===== config.mk =====
export PLATFORM = sky130hd
export DESIGN_NAME = lsu_response_flat
export DESIGN_NICKNAME = d
export VERILOG_FILES = /design/src/logic/fabric_pkg.sv /design/src/logic/lsu_req_if.sv /design/src/logic/lsu_response.sv /design/src/flat_wrapper.sv
export SDC_FILE = /design/constraint.sdc
export NUM_CORES = 1
export LEC_CHECK = 0
export BUFFER_PORTS_ARGS = -buffer_cell sky130_fd_sc_hd__buf_2
export CORE_ASPECT_RATIO = 1.1
export CORE_MARGIN = 2
export CORE_UTILIZATION = 15
export CTS_CLUSTER_SIZE = 8
export DETAILED_ROUTE_END_ITERATION = 7
export HOLD_SLACK_MARGIN = 0.02
export PLACE_DENSITY = 0.89
export SETUP_SLACK_MARGIN = 0.3
export SLEW_MARGIN = 20
export SYNTH_ARGS = -nofsm -noshare
export SYNTH_HDL_FRONTEND = slang
export SYNTH_SLANG_ARGS = --single-unit

===== constraint.sdc =====
create_clock -name clk -period 0.8 [get_ports clk]
set_input_delay 0.08 -clock clk [delete_from_list [all_inputs] [get_ports clk]]
set_output_delay 0.08 -clock clk [all_outputs]
set_load 0.005 [all_outputs]

===== src/logic/fabric_pkg.sv =====
// load/store fabric shared definitions
// data, byte and GPIO widths
// address map bits and GPIO register indices
// address word with memory and peripheral views

package fabric_pkg;

  //////////////////////////////
  // widths
  //////////////////////////////

  // data and address width
  localparam int unsigned XLEN = 32;
  // bytes per word and byte offset width
  localparam int unsigned BLEN = XLEN/8;
  localparam int unsigned BLOG = $clog2(BLEN);
  // data memory word index, 1024 words
  localparam int unsigned MEM_ADR_W = 10;
  localparam int unsigned MEM_DEPTH = 2**MEM_ADR_W;
  // GPIO width
  localparam int unsigned GW = 32;

  //////////////////////////////
  // address map
  //////////////////////////////

  // peripherals when set, data memory when clear
  localparam int unsigned REGION_BIT  = 16;
  // UART slot when set, GPIO when clear
  localparam int unsigned PER_SEL_BIT = 6;

  // GPIO register indices, index 3 reserved
  localparam int unsigned GPIO_REG_W   = 2;
  localparam int unsigned GPIO_REG_OUT = 0;
  localparam int unsigned GPIO_REG_ENA = 1;
  localparam int unsigned GPIO_REG_IN  = 2;

  // field widths of the two address views
  localparam int unsigned MEM_UPR_W = XLEN - MEM_ADR_W - BLOG;
  localparam int unsigned PER_UPR_W = XLEN - 1 - PER_SEL_BIT;
  localparam int unsigned PER_UNU_W = PER_SEL_BIT - GPIO_REG_W - BLOG;

  //////////////////////////////
  // address views
  //////////////////////////////

  // memory view, region bit sits inside upr
  typedef struct packed {
    logic [MEM_UPR_W-1:0]  upr;
    logic [MEM_ADR_W-1:0]  idx;
    logic [BLOG-1:0]       off;
  } lsu_adr_mem_t;

  // peripheral view
  typedef struct packed {
    logic [PER_UPR_W-1:0]  upr;
    logic                  sel;
    logic [PER_UNU_W-1:0]  unu;
    logic [GPIO_REG_W-1:0] idx;
    logic [BLOG-1:0]       off;
  } lsu_adr_per_t;

  typedef union packed {
    lsu_adr_mem_t mem;
    lsu_adr_per_t per;
  } lsu_adr_t;

endpackage: fabric_pkg


===== src/logic/lsu_req_if.sv =====
// decoded load/store request
// driven by the decoder, read by targets and response stage

interface lsu_req_if;

  // request strobe
  logic                           vld;
  // write enable
  logic                           wen;
  // address, memory or peripheral view
  fabric_pkg::lsu_adr_t           adr;
  // byte enables
  logic [fabric_pkg::BLEN-1:0]    ben;
  // write data
  logic [fabric_pkg::XLEN-1:0]    wdt;
  // one-hot region strobes, qualified by vld
  logic                           sel_mem;
  logic                           sel_gpio;
  logic                           sel_err;

  // decoder side
  modport dec (output vld, wen, adr, ben, wdt, sel_mem, sel_gpio, sel_err);

  // memory and GPIO targets
  modport tgt (input  vld, wen, adr, ben, wdt, sel_mem, sel_gpio);

  // response stage
  modport rsp (input  vld, sel_err);

endinterface: lsu_req_if


===== src/logic/lsu_response.sv =====
// stage 3 of the load/store fabric
// response valid, error flag and merged read data

module lsu_response (
  // system signals
  input  logic                          clk,
  input  logic                          arst_n,
  // decoded request
  lsu_req_if.rsp                        req,
  // target read data, already 0 when not selected
  input  logic [fabric_pkg::XLEN-1:0]   mem_rdt,
  input  logic [fabric_pkg::XLEN-1:0]   gpio_rdt,
  // response to the requester
  output logic                          bus_rsp_vld,
  output logic [fabric_pkg::XLEN-1:0]   bus_rdt,
  output logic                          bus_err
);

  //////////////////////////////
  // delayed strobes
  //////////////////////////////

  // aligned with registered target data
  logic vld_q;
  logic err_q;

  always_ff @(posedge clk or negedge arst_n) begin
    if (!arst_n) begin
      vld_q <= 1'b0;
      err_q <= 1'b0;
    end else begin
      vld_q <= req.vld;
      // dead UART slot answers every access with an error
      err_q <= req.sel_err;
    end
  end

  //////////////////////////////
  // response
  //////////////////////////////

  assign bus_rsp_vld = vld_q;
  assign bus_err     = err_q;

  // at most one target is selected, so OR acts as a mux
  // error slot and writes leave both inputs at 0
  assign bus_rdt = mem_rdt | gpio_rdt;

endmodule: lsu_response


===== src/flat_wrapper.sv =====
// flat-port wrapper written by rule: the top's interface ports become plain ports
module lsu_response_flat 
  (clk, arst_n, mem_rdt, gpio_rdt, bus_rsp_vld, bus_rdt, bus_err, req_vld, req_sel_err);
  lsu_req_if req_i ();
  input  logic clk;
  input  logic arst_n;
  input  logic [fabric_pkg::XLEN-1:0] mem_rdt;
  input  logic [fabric_pkg::XLEN-1:0] gpio_rdt;
  output logic bus_rsp_vld;
  output logic [fabric_pkg::XLEN-1:0] bus_rdt;
  output logic bus_err;
  input wire logic [$bits(req_i.vld)-1:0] req_vld;
  input wire logic [$bits(req_i.sel_err)-1:0] req_sel_err;
  assign req_i.vld = req_vld;
  assign req_i.sel_err = req_sel_err;
  lsu_response u_core (.clk(clk), .arst_n(arst_n), .req(req_i), .mem_rdt(mem_rdt), .gpio_rdt(gpio_rdt), .bus_rsp_vld(bus_rsp_vld), .bus_rdt(bus_rdt), .bus_err(bus_err));
endmodule

---- Yosys cells after proc, flatten, opt, wreduce, memory -nomap -nowiden ----
Index checks and enable logic that the tools add are counted.
storage, ports and cells
  word-level logic and storage cells ...... 3
  bits in registers ....................... 2
operators by class
  bitwise gates (word level) .............. 1
operator list
  kind       count
  OR 32 bit  1

---- Depth between registers and ports, before layout ----
  word-level depth ........................ 1
  mapped depth ............................ 1
  mapped depth without buffers ............ 1

---- Least setup slack after synthesis ----
No wires, ideal clock.
  path kind ............................... reg2out
  start point ............................. register u_core.err_q (netlist: u_core.bus_err)
  end point ............................... output port bus_err
  setup slack ............................. 0.371 ns
  data required time ...................... 0.720 ns
  arrival ................................. 0.349 ns
  stages on the path, launching flop included .. 1
  path through ............................ dfrtp_1
RTL lines
  item                    line                text
  from (decl)             lsu_response.sv:25  logic err_q;
  from (signal assigned)  lsu_response.sv:34  err_q <= req.sel_err;
  to (decl)               flat_wrapper.sv:11  output logic bus_err;
No word-level cell between the ends.

---- Worst setup path after layout ----
  start point ............................. register u_core.vld_q (netlist: u_core.bus_rsp_vld)
  end point ............................... output port bus_rsp_vld
RTL lines
  item                    line                text
  from (decl)             lsu_response.sv:24  logic vld_q;
  from (signal assigned)  lsu_response.sv:32  vld_q <= req.vld;
  to (decl)               flat_wrapper.sv:9   output logic bus_rsp_vld;
No word-level cell between the ends.

==> summary.txt <==
Clock network
  • Clk buf depth: 2
  • Number of CTS-inserted buffers: 3
  • Clk sinks: 2
  • CTS HTree Levels: 1
  • CTS tree: yes
  • CTS root buf: clkbuf_4
  • Post-CTS Hold Buffers: 1
  • CTS clk-pin slew, worst paths: ~30 ps

Hold path
  • Worst hold path class: in -> reg

Synth
  • Part of the Yosys area used for sequential elements: 0.200
  • Largest family of logic cells by synthesized area: simple AND/OR/NAND/NOR gates
  • Area share of and/or/nand/nor cells after synthesis: 0.800
  • Xor/xnor share of the synthesized area: 0
  • EDFF count, synth: 0
  • Synth Instances: 34
  • Share of the synthesized area in the top cell type: 0.800
  • Top_reg_cell synth: dfrtp_1
  • Synth Area in Compound Gates: 0
  • Post-synth design cell area: around 250 µm²
  • Fraction of registers with async set/reset: 1.00
  • Yosys top cell by area: or2_1
  • Yosys cell types: 2
  • Top-count cell post-synth: or2_1
  • Commonest cells post-synth: or2_1, dfrtp_1
  • Synth area leaders: or2_1, dfrtp_1
  • Mux contribution to synthesized area: 0
  • Adder-cell share of the synthesized area: 0
  • Syn_area_per_cell: roughly 7.4 µm²
  • Synth Register Bits: 2
  • Syn_nets: 102
  • Ys Warns: 0

Detailed routing
  • Routed via count: roughly 660
  • Antenna viol nets, final: 0
  • DR vias/cell: 4.21
  • Routed met3 length: 213 µm
  • Top sig layer: met3
  • DRT Pass-1 Iters: 4
  • Routed wl met2: 1180 µm
  • Initial DRC Count: 4
  • Final wirelength: approximately 1800 µm
  • Routed len/inst: about 12 µm
  • Residual DRC count: 0
  • Metal-1 WL: 458 µm

Power and ir drop
  • Pwr/cell area: 699 nW/µm²
  • Leak: 0.564 nW
  • Total power: 0.758 mW
  • Sequential power share: 0.143
  • Clock network power share: 0.279
  • Comb pwr share: 0.579
  • Psw: 0.149 mW
  • Internal Pwr Total: 0.609 mW
  • Sw Share: 0.196
  • VDD IR max: 598 µV

Timing
  • Final min period: 762 ps
  • Max Transition Viols Final: 0
  • Slew HR: 0.958
  • Final hold viol count: 2
  • Fmax: 1310 MHz
  • Tightest Pin Transition: between 60 and 70 ps
  • Hold_ws: -30.4 ps
  • RSZ-0062 raised after global routing: true
  • Final setup fails: 0
  • Setup TNS: 0 ps
  • Crit share post-route: 0.953

Worst setup path
  • Startpoint types: flip-flop
  • Worst-path cell chain: buf_2
  • Worst Path Required: 720 ps
  • WP data arrival: 680 ps
  • Kind of critical path: reg -> out
  • Slowest stage delay, CP: roughly 340 ps
  • Worst-path fanout max: 1
  • Critical path endpoint category: primary output
  • Crit-path leading delay family: flip-flops
  • Slowest stage cell, crit path: dfrtp_1
  • Crit path buf inv count: 1

Floorplan
  • Die W: 42.9 µm
  • Placement Rows: 15
  • Starting Density: 0.159
  • I/O pin count: just over 100
  • Core Box Area: 1580 µm²
  • Full die area: about 2000 µm²
  • Die Y: 46.8 µm

Global route
  • Gr usage total: 0.138
  • Total gr overflow: 0
  • Initial antenna violation count: 0
  • Vias in the first global route: just over 600
  • Largest net degree at the start of global routing: 3
  • First-pass GRT wire length: roughly 2100 µm

Outcome
  • Failing checks: negative hold slack
  • Status: finished, violations left

Final layout
  • Fillers: 136
  • Nets: roughly 210
  • Final Cell Area: 1080 µm²
  • Fraction of layout cells with a size suffix above 1: 0.748
  • Area Overhead vs Synth: 333%
  • Diodes inserted: 0

Job
  • Max Cap Violations: 0

Place
  • GP Congestion: around 0.7
  • Dpl cell area: between 700 and 800 µm²
  • Port Buffer Count: 101
-- kinds of logic after synthesis --
group         count (synthesis)
flops                         2
simple gates                 32
-- final cells by class --
type,instances,area [µm²],area share
clock buffers,3,22.5,0.0208
repair buffers,102,791,0.729
well taps,17,21.3,0.0196
multi-input cells,32,200,0.185
flip-flops and latches,2,50.0,0.0461
-- cells in the final DEF, fill, tap and decap left out, drive strengths merged --
cell,count
clkbuf,3
buf,101
dfrtp,2
dlygate4sd3,1
or2,32
-- metal layers --
metal  vias up  global-route usage
li1        313                   -
met4         0              0.0364
met1       295               0.103
met3         0              0.0423
met5         -                   0
met2        49               0.327
-- power by group through the flow --
stage	Clock (mW)	Sequential [mW]	Combinational (mW)
3_3_place_gp	0	0.109	0.294
3_5_place_dp	0	0.109	0.302
4_1_cts	0.223	0.108	0.400
2_1_floorplan	0	0.110	0.0716
5_1_grt	0.244	0.108	0.471
6_report	0.211	0.108	0.438
-- flip-flops by register name (all words and copies together), names as in the netlist --
name,cells
u_core.bus_err,1
u_core.bus_rsp_vld,1
-- stage by stage --
stage	hold WS, ps	instances	utilization	setup WS (ps)
2_1_floorplan	-216	34	-	371
3_3_place_gp	-136	152	0.493	200
3_5_place_dp	-133	152	0.493	192
4_1_cts	-35.6	156	0.640	24.4
5_1_grt	-44.3	156	0.688	0.751
6_report	-30.4	156	0.688	37.9
-- path summary, 6_finish.rpt --
kind                                     from                  to  slack, ps  depth (start not counted)
setup / recovery           u_core.bus_rsp_vld         bus_rsp_vld         40                          1
hold / removal                    req_sel_err      u_core.bus_err        -30                          1
max in group asynchronous              arst_n      u_core.bus_err        510                          2
min in group asynchronous              arst_n  u_core.bus_rsp_vld        190                          2
-- timing repair --
item                                   CTS  global route
endpoints found under the hold margin    4             2
setup endpoints to repair               34            34
resized for setup                       32            12
pin swaps                               32            12
setup buffers                            0             0
Note: power is estimated with default switching activity, not from simulation.
