### config.mk
export PLATFORM = sky130hd
export DESIGN_NAME = lsu_decoder_flat
export DESIGN_NICKNAME = d
export VERILOG_FILES = /design/src/logic/fabric_pkg.sv /design/src/logic/lsu_req_if.sv /design/src/logic/lsu_decoder.sv /design/src/flat_wrapper.sv
export SDC_FILE = /design/constraint.sdc
export NUM_CORES = 1
export LEC_CHECK = 0
export ABC_CLOCK_PERIOD_IN_PS = 1100
export BUFFER_PORTS_ARGS = -buffer_cell sky130_fd_sc_hd__buf_2
export CAP_MARGIN = 20
export CORE_AREA = 2 2 74 76
export DETAILED_ROUTE_END_ITERATION = 12
export DIE_AREA = 0 0 76 78
export PLACE_DENSITY = 0.82
export SLEW_MARGIN = 10
export SYNTH_ARGS = -nofsm -noshare
export SYNTH_HDL_FRONTEND = slang
export SYNTH_SLANG_ARGS = --single-unit
### constraint.sdc
create_clock -name clk -period 1.1 [get_ports clk]
set_clock_uncertainty 0.2 [all_clocks]
set_input_delay 0.22 -clock clk [delete_from_list [all_inputs] [get_ports clk]]
set_output_delay 0.22 -clock clk [all_outputs]
set_load 0.05 [all_outputs]
### src/logic/fabric_pkg.sv
// load/store fabric shared definitions
// data, byte and GPIO widths
// address map bits and GPIO register indices
// address word with memory and peripheral views

package fabric_pkg;

  //////////////////////////////
  // widths
  //////////////////////////////

  // data and address width
  localparam int unsigned XLEN = 32;
  // bytes per word and byte offset width
  localparam int unsigned BLEN = XLEN/8;
  localparam int unsigned BLOG = $clog2(BLEN);
  // data memory word index, 1024 words
  localparam int unsigned MEM_ADR_W = 10;
  localparam int unsigned MEM_DEPTH = 2**MEM_ADR_W;
  // GPIO width
  localparam int unsigned GW = 32;

  //////////////////////////////
  // address map
  //////////////////////////////

  // peripherals when set, data memory when clear
  localparam int unsigned REGION_BIT  = 16;
  // UART slot when set, GPIO when clear
  localparam int unsigned PER_SEL_BIT = 6;

  // GPIO register indices, index 3 reserved
  localparam int unsigned GPIO_REG_W   = 2;
  localparam int unsigned GPIO_REG_OUT = 0;
  localparam int unsigned GPIO_REG_ENA = 1;
  localparam int unsigned GPIO_REG_IN  = 2;

  // field widths of the two address views
  localparam int unsigned MEM_UPR_W = XLEN - MEM_ADR_W - BLOG;
  localparam int unsigned PER_UPR_W = XLEN - 1 - PER_SEL_BIT;
  localparam int unsigned PER_UNU_W = PER_SEL_BIT - GPIO_REG_W - BLOG;

  //////////////////////////////
  // address views
  //////////////////////////////

  // memory view, region bit sits inside upr
  typedef struct packed {
    logic [MEM_UPR_W-1:0]  upr;
    logic [MEM_ADR_W-1:0]  idx;
    logic [BLOG-1:0]       off;
  } lsu_adr_mem_t;

  // peripheral view
  typedef struct packed {
    logic [PER_UPR_W-1:0]  upr;
    logic                  sel;
    logic [PER_UNU_W-1:0]  unu;
    logic [GPIO_REG_W-1:0] idx;
    logic [BLOG-1:0]       off;
  } lsu_adr_per_t;

  typedef union packed {
    lsu_adr_mem_t mem;
    lsu_adr_per_t per;
  } lsu_adr_t;

endpackage: fabric_pkg

### src/logic/lsu_req_if.sv
// decoded load/store request
// driven by the decoder, read by targets and response stage

interface lsu_req_if;

  // request strobe
  logic                           vld;
  // write enable
  logic                           wen;
  // address, memory or peripheral view
  fabric_pkg::lsu_adr_t           adr;
  // byte enables
  logic [fabric_pkg::BLEN-1:0]    ben;
  // write data
  logic [fabric_pkg::XLEN-1:0]    wdt;
  // one-hot region strobes, qualified by vld
  logic                           sel_mem;
  logic                           sel_gpio;
  logic                           sel_err;

  // decoder side
  modport dec (output vld, wen, adr, ben, wdt, sel_mem, sel_gpio, sel_err);

  // memory and GPIO targets
  modport tgt (input  vld, wen, adr, ben, wdt, sel_mem, sel_gpio);

  // response stage
  modport rsp (input  vld, sel_err);

endinterface: lsu_req_if

### src/logic/lsu_decoder.sv
// stage 1 of the load/store fabric
// request register and region decoder

module lsu_decoder (
  // system signals
  input  logic                          clk,
  input  logic                          arst_n,
  // requester strobes
  input  logic                          bus_vld,
  input  logic                          bus_wen,
  input  logic [fabric_pkg::XLEN-1:0]   bus_adr,
  input  logic [fabric_pkg::BLEN-1:0]   bus_ben,
  input  logic [fabric_pkg::XLEN-1:0]   bus_wdt,
  // registered request
  lsu_req_if.dec                        req
);

  //////////////////////////////
  // region decode
  //////////////////////////////

  // address seen through the peripheral view
  fabric_pkg::lsu_adr_t adr_u;

  logic dec_mem;
  logic dec_gpio;
  logic dec_err;

  assign adr_u = bus_adr;

  // region bit clear, memory
  // bits between word index and region bit ignored, so memory aliases
  assign dec_mem  = bus_vld & ~bus_adr[fabric_pkg::REGION_BIT];
  // region bit set, slot bit picks GPIO or the dead UART slot
  assign dec_gpio = bus_vld &  bus_adr[fabric_pkg::REGION_BIT] & ~adr_u.per.sel;
  assign dec_err  = bus_vld &  bus_adr[fabric_pkg::REGION_BIT] &  adr_u.per.sel;

  //////////////////////////////
  // request register
  //////////////////////////////

  // control, cleared by reset
  always_ff @(posedge clk or negedge arst_n) begin
    if (!arst_n) begin
      req.vld      <= 1'b0;
      req.sel_mem  <= 1'b0;
      req.sel_gpio <= 1'b0;
      req.sel_err  <= 1'b0;
    end else begin
      req.vld      <= bus_vld;
      // strobes already 0 with no request
      req.sel_mem  <= dec_mem;
      req.sel_gpio <= dec_gpio;
      req.sel_err  <= dec_err;
    end
  end

  // payload, only loaded with a request
  always_ff @(posedge clk) begin
    if (bus_vld) begin
      req.wen <= bus_wen;
      req.adr <= adr_u;
      req.ben <= bus_ben;
      req.wdt <= bus_wdt;
    end
  end

endmodule: lsu_decoder

### src/flat_wrapper.sv
// flat-port wrapper written by rule: the top's interface ports become plain ports
module lsu_decoder_flat 
  (clk, arst_n, bus_vld, bus_wen, bus_adr, bus_ben, bus_wdt, req_vld, req_wen, req_adr, req_ben, req_wdt, req_sel_mem, req_sel_gpio, req_sel_err);
  lsu_req_if req_i ();
  input  logic clk;
  input  logic arst_n;
  input  logic bus_vld;
  input  logic bus_wen;
  input  logic [fabric_pkg::XLEN-1:0] bus_adr;
  input  logic [fabric_pkg::BLEN-1:0] bus_ben;
  input  logic [fabric_pkg::XLEN-1:0] bus_wdt;
  output wire logic [$bits(req_i.vld)-1:0] req_vld;
  output wire logic [$bits(req_i.wen)-1:0] req_wen;
  output wire logic [$bits(req_i.adr)-1:0] req_adr;
  output wire logic [$bits(req_i.ben)-1:0] req_ben;
  output wire logic [$bits(req_i.wdt)-1:0] req_wdt;
  output wire logic [$bits(req_i.sel_mem)-1:0] req_sel_mem;
  output wire logic [$bits(req_i.sel_gpio)-1:0] req_sel_gpio;
  output wire logic [$bits(req_i.sel_err)-1:0] req_sel_err;
  assign req_vld = req_i.vld;
  assign req_wen = req_i.wen;
  assign req_adr = req_i.adr;
  assign req_ben = req_i.ben;
  assign req_wdt = req_i.wdt;
  assign req_sel_mem = req_i.sel_mem;
  assign req_sel_gpio = req_i.sel_gpio;
  assign req_sel_err = req_i.sel_err;
  lsu_decoder u_core (.clk(clk), .arst_n(arst_n), .bus_vld(bus_vld), .bus_wen(bus_wen), .bus_adr(bus_adr), .bus_ben(bus_ben), .bus_wdt(bus_wdt), .req(req_i));
endmodule
# == After elaboration in Yosys (flattened, before gate mapping) ==
# Cells that the tools add are included.
# op_classes
bitwise_logic,6
# ops
cell,n
bitwise AND 1 bit,4
NOT 1 bit,2
# word_totals
ff_bits,73
out_inout_bits,73
in_bits,72

# == Logic depth before layout (Yosys ltp) ==
# depth
ltp_word,2
depth_mapped,1

# == Least setup slack after synthesis ==
# Ideal clock, no wire load.
# synth_path
path_type,register to output
startpoint,register u_core.req.adr[0]
endpoint,output req_adr[0]
setup_slack_ns,0.079
required_time_ns,0.680
t_arrival_ns,0.601
path_stages_with_launch,1
n_path_buf,0
path_cell_list,edfxtp_1
# synth_lines
element,line_no,rtl
from (decl),lsu_req_if.sv:22,"modport dec (output vld, wen, adr, ben, wdt, sel_mem, sel_gpio, sel_err);"
from (signal assigned),lsu_decoder.sv:62,req.adr <= adr_u;
to (decl),flat_wrapper.sv:14,output wire logic [$bits(req_i.adr)-1:0] req_adr;
# No word-level cell between the ends.

# == Final worst setup path ==
# layout_path
startpoint,register u_core.req.adr[17]
endpoint,output req_adr[17]
# No word-level cell between the ends.

==> run summary <==
The run finished, with violations left. The checks that failed: negative setup slack. After floorplanning, the core was sized to cover 0.00504 mm².

Counting the fill cells in the layout gives 197. Once the floorplan was initialized, standard cells occupied 43.6% of the core. The routed layout has 1,721 vias. The standard cell with the maximum stage delay on the critical path is edfxtp_1. The path type of the worst setup path is flop to primary output. STA classifies the critical path endpoint as a primary output. At the pin with the least slew margin, the transition time is 0.189 ns. After floorplanning, the core was divided into 26 placement rows. In this run the cell area measured after placement is 0.00305 mm². The worst setup path is launched from a flop. For this design the static power due to leakage is 1.87 nW. Entering global routing, the biggest net connects 37 pins. The number of vias per cell came out at 4.55.

The first detailed-routing pass took 4 iterations. The clock passes through at most 2 buffers. Wires add up to 7.51 mm. Most instantiated flip-flop cell in the synthesis netlist: edfxtp_1. The final critical-path setup slack was -0.316 ns.

The number of different library cells used by synthesis comes to 5. Clock tree synthesis found a total of 73 sinks. Area taken by multi-input logic gates: 26.3 µm².

The run gives 148 as the total nets after synthesis. In this run the horizontal extent of the chip is 76 µm. The tightest min-delay check is of the input pin to asynchronous set/reset pin type.

The synthesized design spends more area on one cell type than any other, namely edfxtp_1. The count of yosys warnings during synthesis came out at 0. In this run, placement finished with an instance count of 293. The synthesized design contains 73 register bits. The number of cells in the finished layout apart from fillers was 378; the post-layout utilization of the core was 87.1%. The cell area that synthesis handed to floorplanning was 0.00220 mm².

The cell count after synthesis came out at 76. In the final routed layout, each cell accounts on average for 19.9 µm. After clock tree synthesis, the clock-pin slew on the worst setup and hold paths is 0.08 ns.

The maximum net fanout on the critical path was 1. Setup repair after global routing could not meet its margin everywhere. The count of flip-flops with a built-in enable after synthesis was 69; the number of antenna violations at the first check in global routing was 0.

At the worst endpoint, the required time is 0.68 ns. Cells with a size suffix above 1 make up 52.9% of the layout. In the routed design, unresolved DRC markers number 0. The tools report the number of buffers added by the clock tree synthesis step as 9. 145 I/O pins were placed. The storage element area came out at 0.00217 mm². After routing the design area is 0.00439 mm². In the global route stage, overall resource usage came out at 27.1%. Ranked by total cell area, the synthesized netlist is headed by edfxtp_1, dfrtp_1, and3b_2. The die covers 0.00593 mm². From synthesis to final layout, the design area changed by 99.8%. The count of max-cap constraint violations came out at 0. The run gives 1.00 ns as the arrival time at the worst endpoint. The number of buffer and inverter stages on the critical path works out to 1. The residual antenna-violating net count after detailed routing was 0; the final period demand of the worst path was 1.42 ns. The count of input and output buffers was 144; the final clock period utilization by the worst path was 129%. The worst pin sits at a relative slew slack of 87.4%. The average footprint of a synthesized cell is 28.9 µm², and the area fraction of the dominant cell type after synthesis is 94.3%. The congestion estimate from routability-driven global placement came to 0.695. The first global-routing pass estimated 11.3 mm of wire.

The vertical die dimension works out to 78 µm. The run gives 98.8% as the sequential share of the synthesized area. In this design, the largest share of critical-path delay is due to flip-flops. The violation count after the first detailed-route iteration is 138, and the total negative setup slack is -16.04 ns. After synthesis, the most frequently instantiated cells are edfxtp_1, dfrtp_1, and2b_2, and3_2, and3b_2.

Traced cell by cell, the critical path runs through buf_6. VDD sags by at most 1.29 mV. After the last flow step, the layout net total stands at 375. The H-tree generated during clock tree synthesis spans 3 levels. Max-slew violation count: 0.

Launching element of the worst setup path: u_core.req.adr[17]. The tools report the HPWL reported at the end of detailed placement as 3.50 mm. Among all cell types in the netlist, the one instantiated most often is edfxtp_1. The via count of the first global-routing pass is 2,008.

In this run the power density over the cells is 1610 mW/mm². For this run, the slowest stage of the critical path takes 0.47 ns. The proportion of synthesized flip-flops having asynchronous set or reset is 5.48%, and the final number of setup-violating endpoints is 73. Clock tree root driver cell: clkbuf_8. For the count of final hold-check violations, the log shows 0. The logs give -0.0208 ns for the worst setup slack after placement and 0 for the final global-route overflow total. TritonCTS built the clock tree. The repair_antennas step left the layout with diodes totalling 0.

The tools report the maximum clock frequency as 706 MHz.
==> sequential cells by signal, summed over array words and instances, names as in the netlist <==
signal / count
u_core.req.wdt: 32
u_core.req.vld: 1
u_core.req.sel_err: 1
u_core.req.ben: 4
u_core.req.sel_gpio: 1
u_core.req.sel_mem: 1
u_core.req.adr: 32
u_core.req.wen: 1
==> layer usage <==
| layer | GRT usage [%] | routed length, µm |
|---|---|---|
| met2 | 48.5 | 4000 |
| met4 | 14.2 | 291 |
| met5 | 0 | 0 |
| met1 | 27.5 | 2500 |
| met3 | 10.2 | 717 |
==> what timing repair did <==
item / CTS / global route
hold endpoints to repair: 74 / 0
endpoints found under the setup margin: 73 / 75
buffers inserted: 0 / 0
resized for setup: 146 / 0
hold buffers: 70 / 0
==> through the flow <==
stage	hold slack, ns	total power (W)
6_report	0.0234	0.00705
5_1_grt	0.0166	0.00728
4_1_cts	0.00475	0.00695
3_5_place_dp	-0.176	0.00455
3_3_place_gp	-0.176	0.00453
2_1_floorplan	-0.276	0.00416
==> cell usage in the layout, fill, tap and decap left out, drive strengths merged <==
cell and count:
and2b 1, and3 1, and3b 1, buf 146
bufinv 1, clkbuf 10, clkinv 3, clkinvlp 2
dfrtp 4, dlygate4sd3 70, edfxtp 69
==> power breakdown <==
group          leakage [nW]  internal [W]  switching (W)
clock                0.0897       0.00103       0.000974
combinational          1.05      0.000652       0.000991
sequential            0.727       0.00328       0.000120
total                  1.87       0.00497        0.00209
==> cell families (layout without fill, tap and decap cells) <==
group                  count (synthesis)  count (layout)  synth area share [%]
AND/OR/NAND/NOR                        3               3                  1.20
flip-flops                            73              73                  98.8
buffers and inverters                  0             232                     0
==> cell type report <==
cell class	instances	share of cell area (%)
multi-input cells	3	0.598
clock inverters	6	1.34
well taps	70	1.99
clock buffers	10	2.91
flip-flops and latches	73	49.4
repair buffers	216	43.7
==> worst paths after layout <==
| path | end | slack [ns] | cells past startpoint |
|---|---|---|---|
| max | req_adr[17] | -0.32 | 1 |
| min | u_core.req.vld | 0.02 | 2 |
| max in group asynchronous | u_core.req.sel_err | 0.56 | 2 |
| min in group clk | u_core.req.vld | 0.09 | 2 |
No activity file was read; power rests on OpenSTA's default activity.
