--- src/logic/fabric_pkg.sv ---
// load/store fabric shared definitions
// data, byte and GPIO widths
// address map bits and GPIO register indices
// address word with memory and peripheral views

package fabric_pkg;

  //////////////////////////////
  // widths
  //////////////////////////////

  // data and address width
  localparam int unsigned XLEN = 32;
  // bytes per word and byte offset width
  localparam int unsigned BLEN = XLEN/8;
  localparam int unsigned BLOG = $clog2(BLEN);
  // data memory word index, 1024 words
  localparam int unsigned MEM_ADR_W = 10;
  localparam int unsigned MEM_DEPTH = 2**MEM_ADR_W;
  // GPIO width
  localparam int unsigned GW = 32;

  //////////////////////////////
  // address map
  //////////////////////////////

  // peripherals when set, data memory when clear
  localparam int unsigned REGION_BIT  = 16;
  // UART slot when set, GPIO when clear
  localparam int unsigned PER_SEL_BIT = 6;

  // GPIO register indices, index 3 reserved
  localparam int unsigned GPIO_REG_W   = 2;
  localparam int unsigned GPIO_REG_OUT = 0;
  localparam int unsigned GPIO_REG_ENA = 1;
  localparam int unsigned GPIO_REG_IN  = 2;

  // field widths of the two address views
  localparam int unsigned MEM_UPR_W = XLEN - MEM_ADR_W - BLOG;
  localparam int unsigned PER_UPR_W = XLEN - 1 - PER_SEL_BIT;
  localparam int unsigned PER_UNU_W = PER_SEL_BIT - GPIO_REG_W - BLOG;

  //////////////////////////////
  // address views
  //////////////////////////////

  // memory view, region bit sits inside upr
  typedef struct packed {
    logic [MEM_UPR_W-1:0]  upr;
    logic [MEM_ADR_W-1:0]  idx;
    logic [BLOG-1:0]       off;
  } lsu_adr_mem_t;

  // peripheral view
  typedef struct packed {
    logic [PER_UPR_W-1:0]  upr;
    logic                  sel;
    logic [PER_UNU_W-1:0]  unu;
    logic [GPIO_REG_W-1:0] idx;
    logic [BLOG-1:0]       off;
  } lsu_adr_per_t;

  typedef union packed {
    lsu_adr_mem_t mem;
    lsu_adr_per_t per;
  } lsu_adr_t;

endpackage: fabric_pkg

--- src/logic/lsu_req_if.sv ---
// decoded load/store request
// driven by the decoder, read by targets and response stage

interface lsu_req_if;

  // request strobe
  logic                           vld;
  // write enable
  logic                           wen;
  // address, memory or peripheral view
  fabric_pkg::lsu_adr_t           adr;
  // byte enables
  logic [fabric_pkg::BLEN-1:0]    ben;
  // write data
  logic [fabric_pkg::XLEN-1:0]    wdt;
  // one-hot region strobes, qualified by vld
  logic                           sel_mem;
  logic                           sel_gpio;
  logic                           sel_err;

  // decoder side
  modport dec (output vld, wen, adr, ben, wdt, sel_mem, sel_gpio, sel_err);

  // memory and GPIO targets
  modport tgt (input  vld, wen, adr, ben, wdt, sel_mem, sel_gpio);

  // response stage
  modport rsp (input  vld, sel_err);

endinterface: lsu_req_if

--- src/logic/gpio_ctrl.sv ---
// stage 2 of the load/store fabric
// GPIO output and enable registers with byte writes
// two-flop input synchronizer and register readback

module gpio_ctrl (
  // system signals
  input  logic                          clk,
  input  logic                          arst_n,
  // decoded request
  lsu_req_if.tgt                        req,
  // read data, 0 unless a selected read
  output logic [fabric_pkg::XLEN-1:0]   rdt,
  // GPIO pins
  output logic [fabric_pkg::GW-1:0]     gpio_o,
  output logic [fabric_pkg::GW-1:0]     gpio_e,
  input  logic [fabric_pkg::GW-1:0]     gpio_i
);

  // byte-enabled merge of write data into a register
  function automatic logic [fabric_pkg::GW-1:0] ben_merge (
    input logic [fabric_pkg::GW-1:0]   old_val,
    input logic [fabric_pkg::XLEN-1:0] wdt,
    input logic [fabric_pkg::BLEN-1:0] ben
  );
    logic [fabric_pkg::GW-1:0] val;
    val = old_val;
    for (int b = 0; b < fabric_pkg::BLEN; b++) begin
      if (ben[b]) val[8*b +: 8] = wdt[8*b +: 8];
    end
    return val;
  endfunction: ben_merge

  // register index from the peripheral view
  logic [fabric_pkg::GPIO_REG_W-1:0] idx;

  // input synchronizer stages
  logic [fabric_pkg::GW-1:0] gpio_meta;
  logic [fabric_pkg::GW-1:0] gpio_sync;

  assign idx = req.adr.per.idx;

  //////////////////////////////
  // registers
  //////////////////////////////

  always_ff @(posedge clk or negedge arst_n) begin
    if (!arst_n) begin
      gpio_o <= '0;
      gpio_e <= '0;
    end else if (req.sel_gpio && req.wen) begin
      // input and reserved slots ignore writes
      if (idx == fabric_pkg::GPIO_REG_W'(fabric_pkg::GPIO_REG_OUT)) begin
        gpio_o <= ben_merge(gpio_o, req.wdt, req.ben);
      end
      if (idx == fabric_pkg::GPIO_REG_W'(fabric_pkg::GPIO_REG_ENA)) begin
        gpio_e <= ben_merge(gpio_e, req.wdt, req.ben);
      end
    end
  end

  // pins are asynchronous to clk
  always_ff @(posedge clk or negedge arst_n) begin
    if (!arst_n) begin
      gpio_meta <= '0;
      gpio_sync <= '0;
    end else begin
      gpio_meta <= gpio_i;
      gpio_sync <= gpio_meta;
    end
  end

  //////////////////////////////
  // readback
  //////////////////////////////

  always_ff @(posedge clk or negedge arst_n) begin
    if (!arst_n) begin
      rdt <= '0;
    end else if (req.sel_gpio && !req.wen) begin
      case (idx)
        fabric_pkg::GPIO_REG_W'(fabric_pkg::GPIO_REG_OUT): rdt <= gpio_o;
        fabric_pkg::GPIO_REG_W'(fabric_pkg::GPIO_REG_ENA): rdt <= gpio_e;
        fabric_pkg::GPIO_REG_W'(fabric_pkg::GPIO_REG_IN):  rdt <= gpio_sync;
        // reserved slot
        default:                                           rdt <= '0;
      endcase
    end else begin
      rdt <= '0;
    end
  end

endmodule: gpio_ctrl

--- src/flat_wrapper.sv ---
// flat-port wrapper written by rule: the top's interface ports become plain ports
module gpio_ctrl_flat 
  (clk, arst_n, rdt, gpio_o, gpio_e, gpio_i, req_vld, req_wen, req_adr, req_ben, req_wdt, req_sel_mem, req_sel_gpio);
  lsu_req_if req_i ();
  input  logic clk;
  input  logic arst_n;
  output logic [fabric_pkg::XLEN-1:0] rdt;
  output logic [fabric_pkg::GW-1:0] gpio_o;
  output logic [fabric_pkg::GW-1:0] gpio_e;
  input  logic [fabric_pkg::GW-1:0] gpio_i;
  input wire logic [$bits(req_i.vld)-1:0] req_vld;
  input wire logic [$bits(req_i.wen)-1:0] req_wen;
  input wire logic [$bits(req_i.adr)-1:0] req_adr;
  input wire logic [$bits(req_i.ben)-1:0] req_ben;
  input wire logic [$bits(req_i.wdt)-1:0] req_wdt;
  input wire logic [$bits(req_i.sel_mem)-1:0] req_sel_mem;
  input wire logic [$bits(req_i.sel_gpio)-1:0] req_sel_gpio;
  assign req_i.vld = req_vld;
  assign req_i.wen = req_wen;
  assign req_i.adr = req_adr;
  assign req_i.ben = req_ben;
  assign req_i.wdt = req_wdt;
  assign req_i.sel_mem = req_sel_mem;
  assign req_i.sel_gpio = req_sel_gpio;
  gpio_ctrl u_core (.clk(clk), .arst_n(arst_n), .req(req_i), .rdt(rdt), .gpio_o(gpio_o), .gpio_e(gpio_e), .gpio_i(gpio_i));
endmodule
--- config.mk ---
export PLATFORM = sky130hd
export DESIGN_NAME = gpio_ctrl_flat
export DESIGN_NICKNAME = d
export VERILOG_FILES = /design/src/logic/fabric_pkg.sv /design/src/logic/lsu_req_if.sv /design/src/logic/gpio_ctrl.sv /design/src/flat_wrapper.sv
export SDC_FILE = /design/constraint.sdc
export NUM_CORES = 1
export LEC_CHECK = 0
export ABC_CLOCK_PERIOD_IN_PS = 800
export BUFFER_PORTS_ARGS = -buffer_cell sky130_fd_sc_hd__buf_4
export CELL_PAD_IN_SITES_DETAIL_PLACEMENT = 1
export CELL_PAD_IN_SITES_GLOBAL_PLACEMENT = 1
export CORE_ASPECT_RATIO = 0.75
export CORE_UTILIZATION = 36
export CTS_CLUSTER_DIAMETER = 100
export CTS_CLUSTER_SIZE = 20
export DETAILED_ROUTE_END_ITERATION = 10
export PLACE_DENSITY = 0.75
export RECOVER_POWER = 25
export SETUP_SLACK_MARGIN = 0.1
export SYNTH_ARGS = -nofsm -noshare
export SYNTH_HDL_FRONTEND = slang
export SYNTH_SLANG_ARGS = --single-unit
--- constraint.sdc ---
create_clock -name clk -period 0.8 [get_ports clk]
set_input_delay 0.12 -clock clk [delete_from_list [all_inputs] [get_ports clk]]
set_output_delay 0.12 -clock clk [all_outputs]
set_load 0.1 [all_outputs]
# == After elaboration in Yosys (flattened, before gate mapping) ==
# Index checks and enable logic that the tools add are counted.
# totals
word_cells,27
register_bits,160
mem_bits_ro,0
output_inout_bits,96
input_bits,106
mem_count,0
ramBits,0
latchBits,0
# classes
n_eq_ne,2
n_mux,2
n_bitwise,0
order_cmp,0
div,0
add_sub_neg,0
shift,0
n_reduce_logical,12
n_mul,0
# ops
operator,n
$pmux W32 S3,1
$mux W32,1
$reduce_and A3 Y1,8
$eq A2 B1 Y1 const B,1
$eq A2 B2 Y1 const B,1
$logic_and A1 B1 Y1,2
$logic_not A2 Y1,1
$logic_not A1 Y1,1

# == Logic depth before layout (Yosys ltp) ==
# depth
word_depth,3
depth_mapped,5
depth_no_buf,3

# == Least setup slack after synthesis ==
# Ideal clock, no wire load.
# synth_path
path_type,flip-flop to flip-flop
startpoint,register u_core.gpio_e[0] (netlist name)
endpoint,register u_core.rdt[0] (netlist name)
setup_time_ns,0.078
arrival_ns,1.450
period_less_slack_ns,1.528
path_stages_with_launch,4
path_buffers,0
path_slack_ns,-0.728
required_time_ns,0.722
path_cell_list,dfrtp_1 mux2i_1 or2_2 a21oi_1
# synth_between
elab_chain_len,2
# synth_lines
item,line_no,rtl
from (decl),gpio_ctrl.sv:15,"output logic [fabric_pkg::GW-1:0] gpio_e,"
from (signal assigned),gpio_ctrl.sv:56,"gpio_e <= ben_merge(gpio_e, req.wdt, req.ben);"
$pmux W32 S3,gpio_ctrl.sv:80,case (idx)
$mux W32,gpio_ctrl.sv:79,end else if (req.sel_gpio && !req.wen) begin
to (signal assigned),gpio_ctrl.sv:81,fabric_pkg::GPIO_REG_W'(fabric_pkg::GPIO_REG_OUT): rdt <= gpio_o;
to (signal assigned),gpio_ctrl.sv:82,fabric_pkg::GPIO_REG_W'(fabric_pkg::GPIO_REG_ENA): rdt <= gpio_e;
to (signal assigned),gpio_ctrl.sv:83,fabric_pkg::GPIO_REG_W'(fabric_pkg::GPIO_REG_IN): rdt <= gpio_sync;
to (decl),gpio_ctrl.sv:12,"output logic [fabric_pkg::XLEN-1:0] rdt,"
# No other way between the ends.
# A chain may end at the register's enable or synchronous reset.

# == Final worst setup path ==
# layout_path
startpoint,register u_core.gpio_e[31] (netlist name)
endpoint,output port gpio_e[31] (netlist name)
# layout_rtl
item,line_no,rtl
to (decl),flat_wrapper.sv:9,output logic [fabric_pkg::GW-1:0] gpio_e;
# No word-level cell between the ends.

==> results.toml <==
[run_status]
status = "complete, but fails checks"
violations = "hold timing, setup timing"

[pwr]
p_leak_uw = 0.00483
powerDensity_nw_per_um2 = 3100
finalPower_uw = 34300
worst_ir_drop_vdd_v = 0.00222

[placement]
dp_hpwl_mm = 11.2
place_congestion = 0.766
dpl_cell_area_um2 = 8190
port_buffers = 169
preCtsSetupSlack_ps = -464

[timing]
slew_headroom_pct = 54.9
setup_viol = 345
whs_ps = -70.0
worst_pin_slew_ps = 676
post-route-period-util_pct = 164
worst_clock_skew_ps = 7.88
final.setup.worst_slack_ps = -510
drv_slew = 0
hold_viol = 64
rsz0062_at_grt = "true"
fin_tns_setup_ps = -73820
period_needed_ps = 1310
fmax_mhz = 763

[route]
firstDrtPassIters = 4
drc = 0
detail_route.wirelength_mm = 22.2
viasPerCell = 4.86
ant_nets = 0
vias = 4375
drtIter0Drc = 183
wl_per_cell_um = 24.7

[floorplan]
row_count = 39
die_area_um2 = 16600
die_h_um = 112
io_pins = 202
start_util_pct = 37.4
die_w_um = 148
core_um2 = 15500

[global_routing]
grt_usage_pct = 27.9
overflow = 0
grt_pass1_vias = 5194
antenna_found_initial = 0
grt_start_max_net_pins = 34
grt_pass1_wl_mm = 33.1

[job]
maxCapViolCount = 0

[clock_tree]
clockBufferDepth = 2
tritoncts = "yes"
cts_made_buffers = 17
clk_pin_slew_ps = 70
clock-sinks = 160
cts_root_buf = "clkbuf_16"
h-tree-depth = 4
clk_latency_ps = 430
cts_hold_buf = 33

[worst_setup_path]
required_ps = 680
setup.worst_path.start = "u_core.gpio_e[31]$_DFFE_PN0P_"
critPathCapture = "gpio_e[31]"
worst-r2r-setup-slack_ps = -370
crit_path_end_kind = "primary output"
crit_fanout = 2
path_cells = "buf_6 > buf_12"
start_kind = "register"
critPathArrivalTime_ps = 1190
slowest_delay_ps = 470
cpMaxStageDelayCell = "dfrtp_4"
rr_startpoint = "u_core.gpio_o[10]$_DFFE_PN0P_"
worst-setup-path-type = "reg2out"
reg2reg_to = "u_core.rdt[10]$_DFF_PN0_"
rr_worst_depth = 4

[yosys]
ys_seq_elements = 160
synthesis.nets = 490
yosys_warnings = 0
synth_cells = 384
syn_avg_cell_area_um2 = 15.1
netlist_area_um2 = 5780
synth_sequential_area_ratio_pct = 69.2
ys_types = 17

[final_layout]
fillCellCount = 1302
num_antenna_cells = 0
layout-drive-gt1-share_pct = 72.9
nets = 788
syn_to_final_growth_pct = 91.3
fin_area_um2 = 11100

[hold_path]
hp-class = "in2reg"
==> routing by layer <==
| metal | track usage, % | vias up | share of wire, % |
|---|---|---|---|
| met3 | 6.93 | 32 | 4.8 |
| met1 | 33.5 | 2295 | 39 |
| li1 | - | 1896 | - |
| met5 | 0 | - | 0 |
| met2 | 49.4 | 152 | 54 |
| met4 | 8.18 | 0 | 2.0 |
==> timing repair <==
| action | 4_1_cts | 5_1_grt |
|---|---|---|
| setup buffers | 59 | 17 |
| hold endpoints to repair | 256 | 64 |
| resized for setup | 325 | 51 |
| pin swaps | 56 | 42 |
| endpoints found under the setup margin | 192 | 192 |
==> cell usage after synthesis <==
| library cell | number | area, µm² |
|---|---|---|
| a21oi_1 | 32 | 160 |
| and2b_1 | 1 | 7.51 |
| buf_2 | 5 | 25.0 |
| buf_8 | 4 | 60.1 |
| clkbuf_1 | 7 | 26.3 |
| dfrtp_1 | 160 | 4000 |
| mux2_1 | 1 | 11.3 |
| mux2_2 | 63 | 709 |
| mux2i_1 | 32 | 320 |
| nand2_1 | 33 | 124 |
| nand2b_1 | 1 | 6.26 |
| nand3_1 | 4 | 20.0 |
| nand3b_1 | 1 | 7.51 |
| nor2_2 | 2 | 12.5 |
| nor2_4 | 2 | 22.5 |
| nor3_4 | 4 | 65.1 |
| or2_2 | 32 | 200 |
==> layout make-up <==
type | count | area [µm²] | area share (%)
sequential | 160 | 4240 | 38.4
clock inverter | 10 | 133 | 1.20
timing repair buffer | 295 | 3820 | 34.5
tap | 205 | 256 | 2.32
clock buffer | 22 | 474 | 4.29
multi-input combinational | 208 | 2130 | 19.3
==> worst min-delay path by stage <==
stage	startpoint	to	slack, ps	cells after the start
floorplan	arst_n	u_core.gpio_meta[0]$_DFF_PN0_	-180	0
global placement	arst_n	u_core.gpio_e[12]$_DFFE_PN0P_	0.6	1
CTS	req_wdt[27]	u_core.gpio_o[27]$_DFFE_PN0P_	-90	2
global route	req_wdt[25]	u_core.gpio_e[25]$_DFFE_PN0P_	-80	2
detailed placement	arst_n	u_core.gpio_e[12]$_DFFE_PN0P_	2	1
finish	req_wdt[26]	u_core.gpio_o[26]$_DFFE_PN0P_	-70	2
==> power by group <==
group	switching, µW	internal [µW]
logic	8480	6320
clock network	3450	5150
registers	1330	9590
total	13300	21100
==> per-stage QoR <==
step	utilization, %	std cells
finish	71.5	900
global route	71.5	900
CTS	70.3	897
detailed placement	53.0	773
global placement	53.0	773
floorplan	-	384
==> cell families (layout without fill, tap and decap cells) <==
| kind of cell | count (synthesis) | in the layout | synth area share, % |
|---|---|---|---|
| buffers and inverters | 16 | 327 | 1.93 |
| AO/OA/AOI/OAI | 32 | 32 | 2.77 |
| multiplexers | 96 | 96 | 18.0 |
| AND/OR/NAND/NOR | 80 | 80 | 8.05 |
| flip-flops | 160 | 160 | 69.2 |
==> flip-flops by register name, summed over array words and instances, names as in the netlist <==
signal,count
u_core.gpio_e,32
u_core.gpio_meta,32
u_core.rdt,32
u_core.gpio_sync,32
u_core.gpio_o,32
==> placed cells by master (no fill, tap or decap), types with 2 or more instances in the layout <==
cell type	netlist	routed
clkinv_2	0	5
bufinv_16	0	3
buf_8	4	18
nor2_4	2	4
mux2i_2	0	12
nand3_2	0	4
mux2i_4	0	2
nand2_1	33	33
buf_4	0	58
clkbuf_16	0	17
nor3_4	4	4
mux2_2	63	26
dfrtp_1	160	96
clkbuf_8	0	3
mux2i_1	32	18
buf_6	0	61
clkbuf_1	7	6
dfrtp_4	0	64
mux2_4	0	38
clkbuf_4	0	26
a21oi_4	0	2
buf_12	0	94
dlygate4sd3_1	0	33
a21oi_2	0	30
or2_4	0	32
==> critical path: cells and delay by family, from the launching register on <==
kind / cells / cell delay, ps
flops: 1 / 470
buf+inv: 2 / 290
No activity file was read; power rests on OpenSTA's default activity.
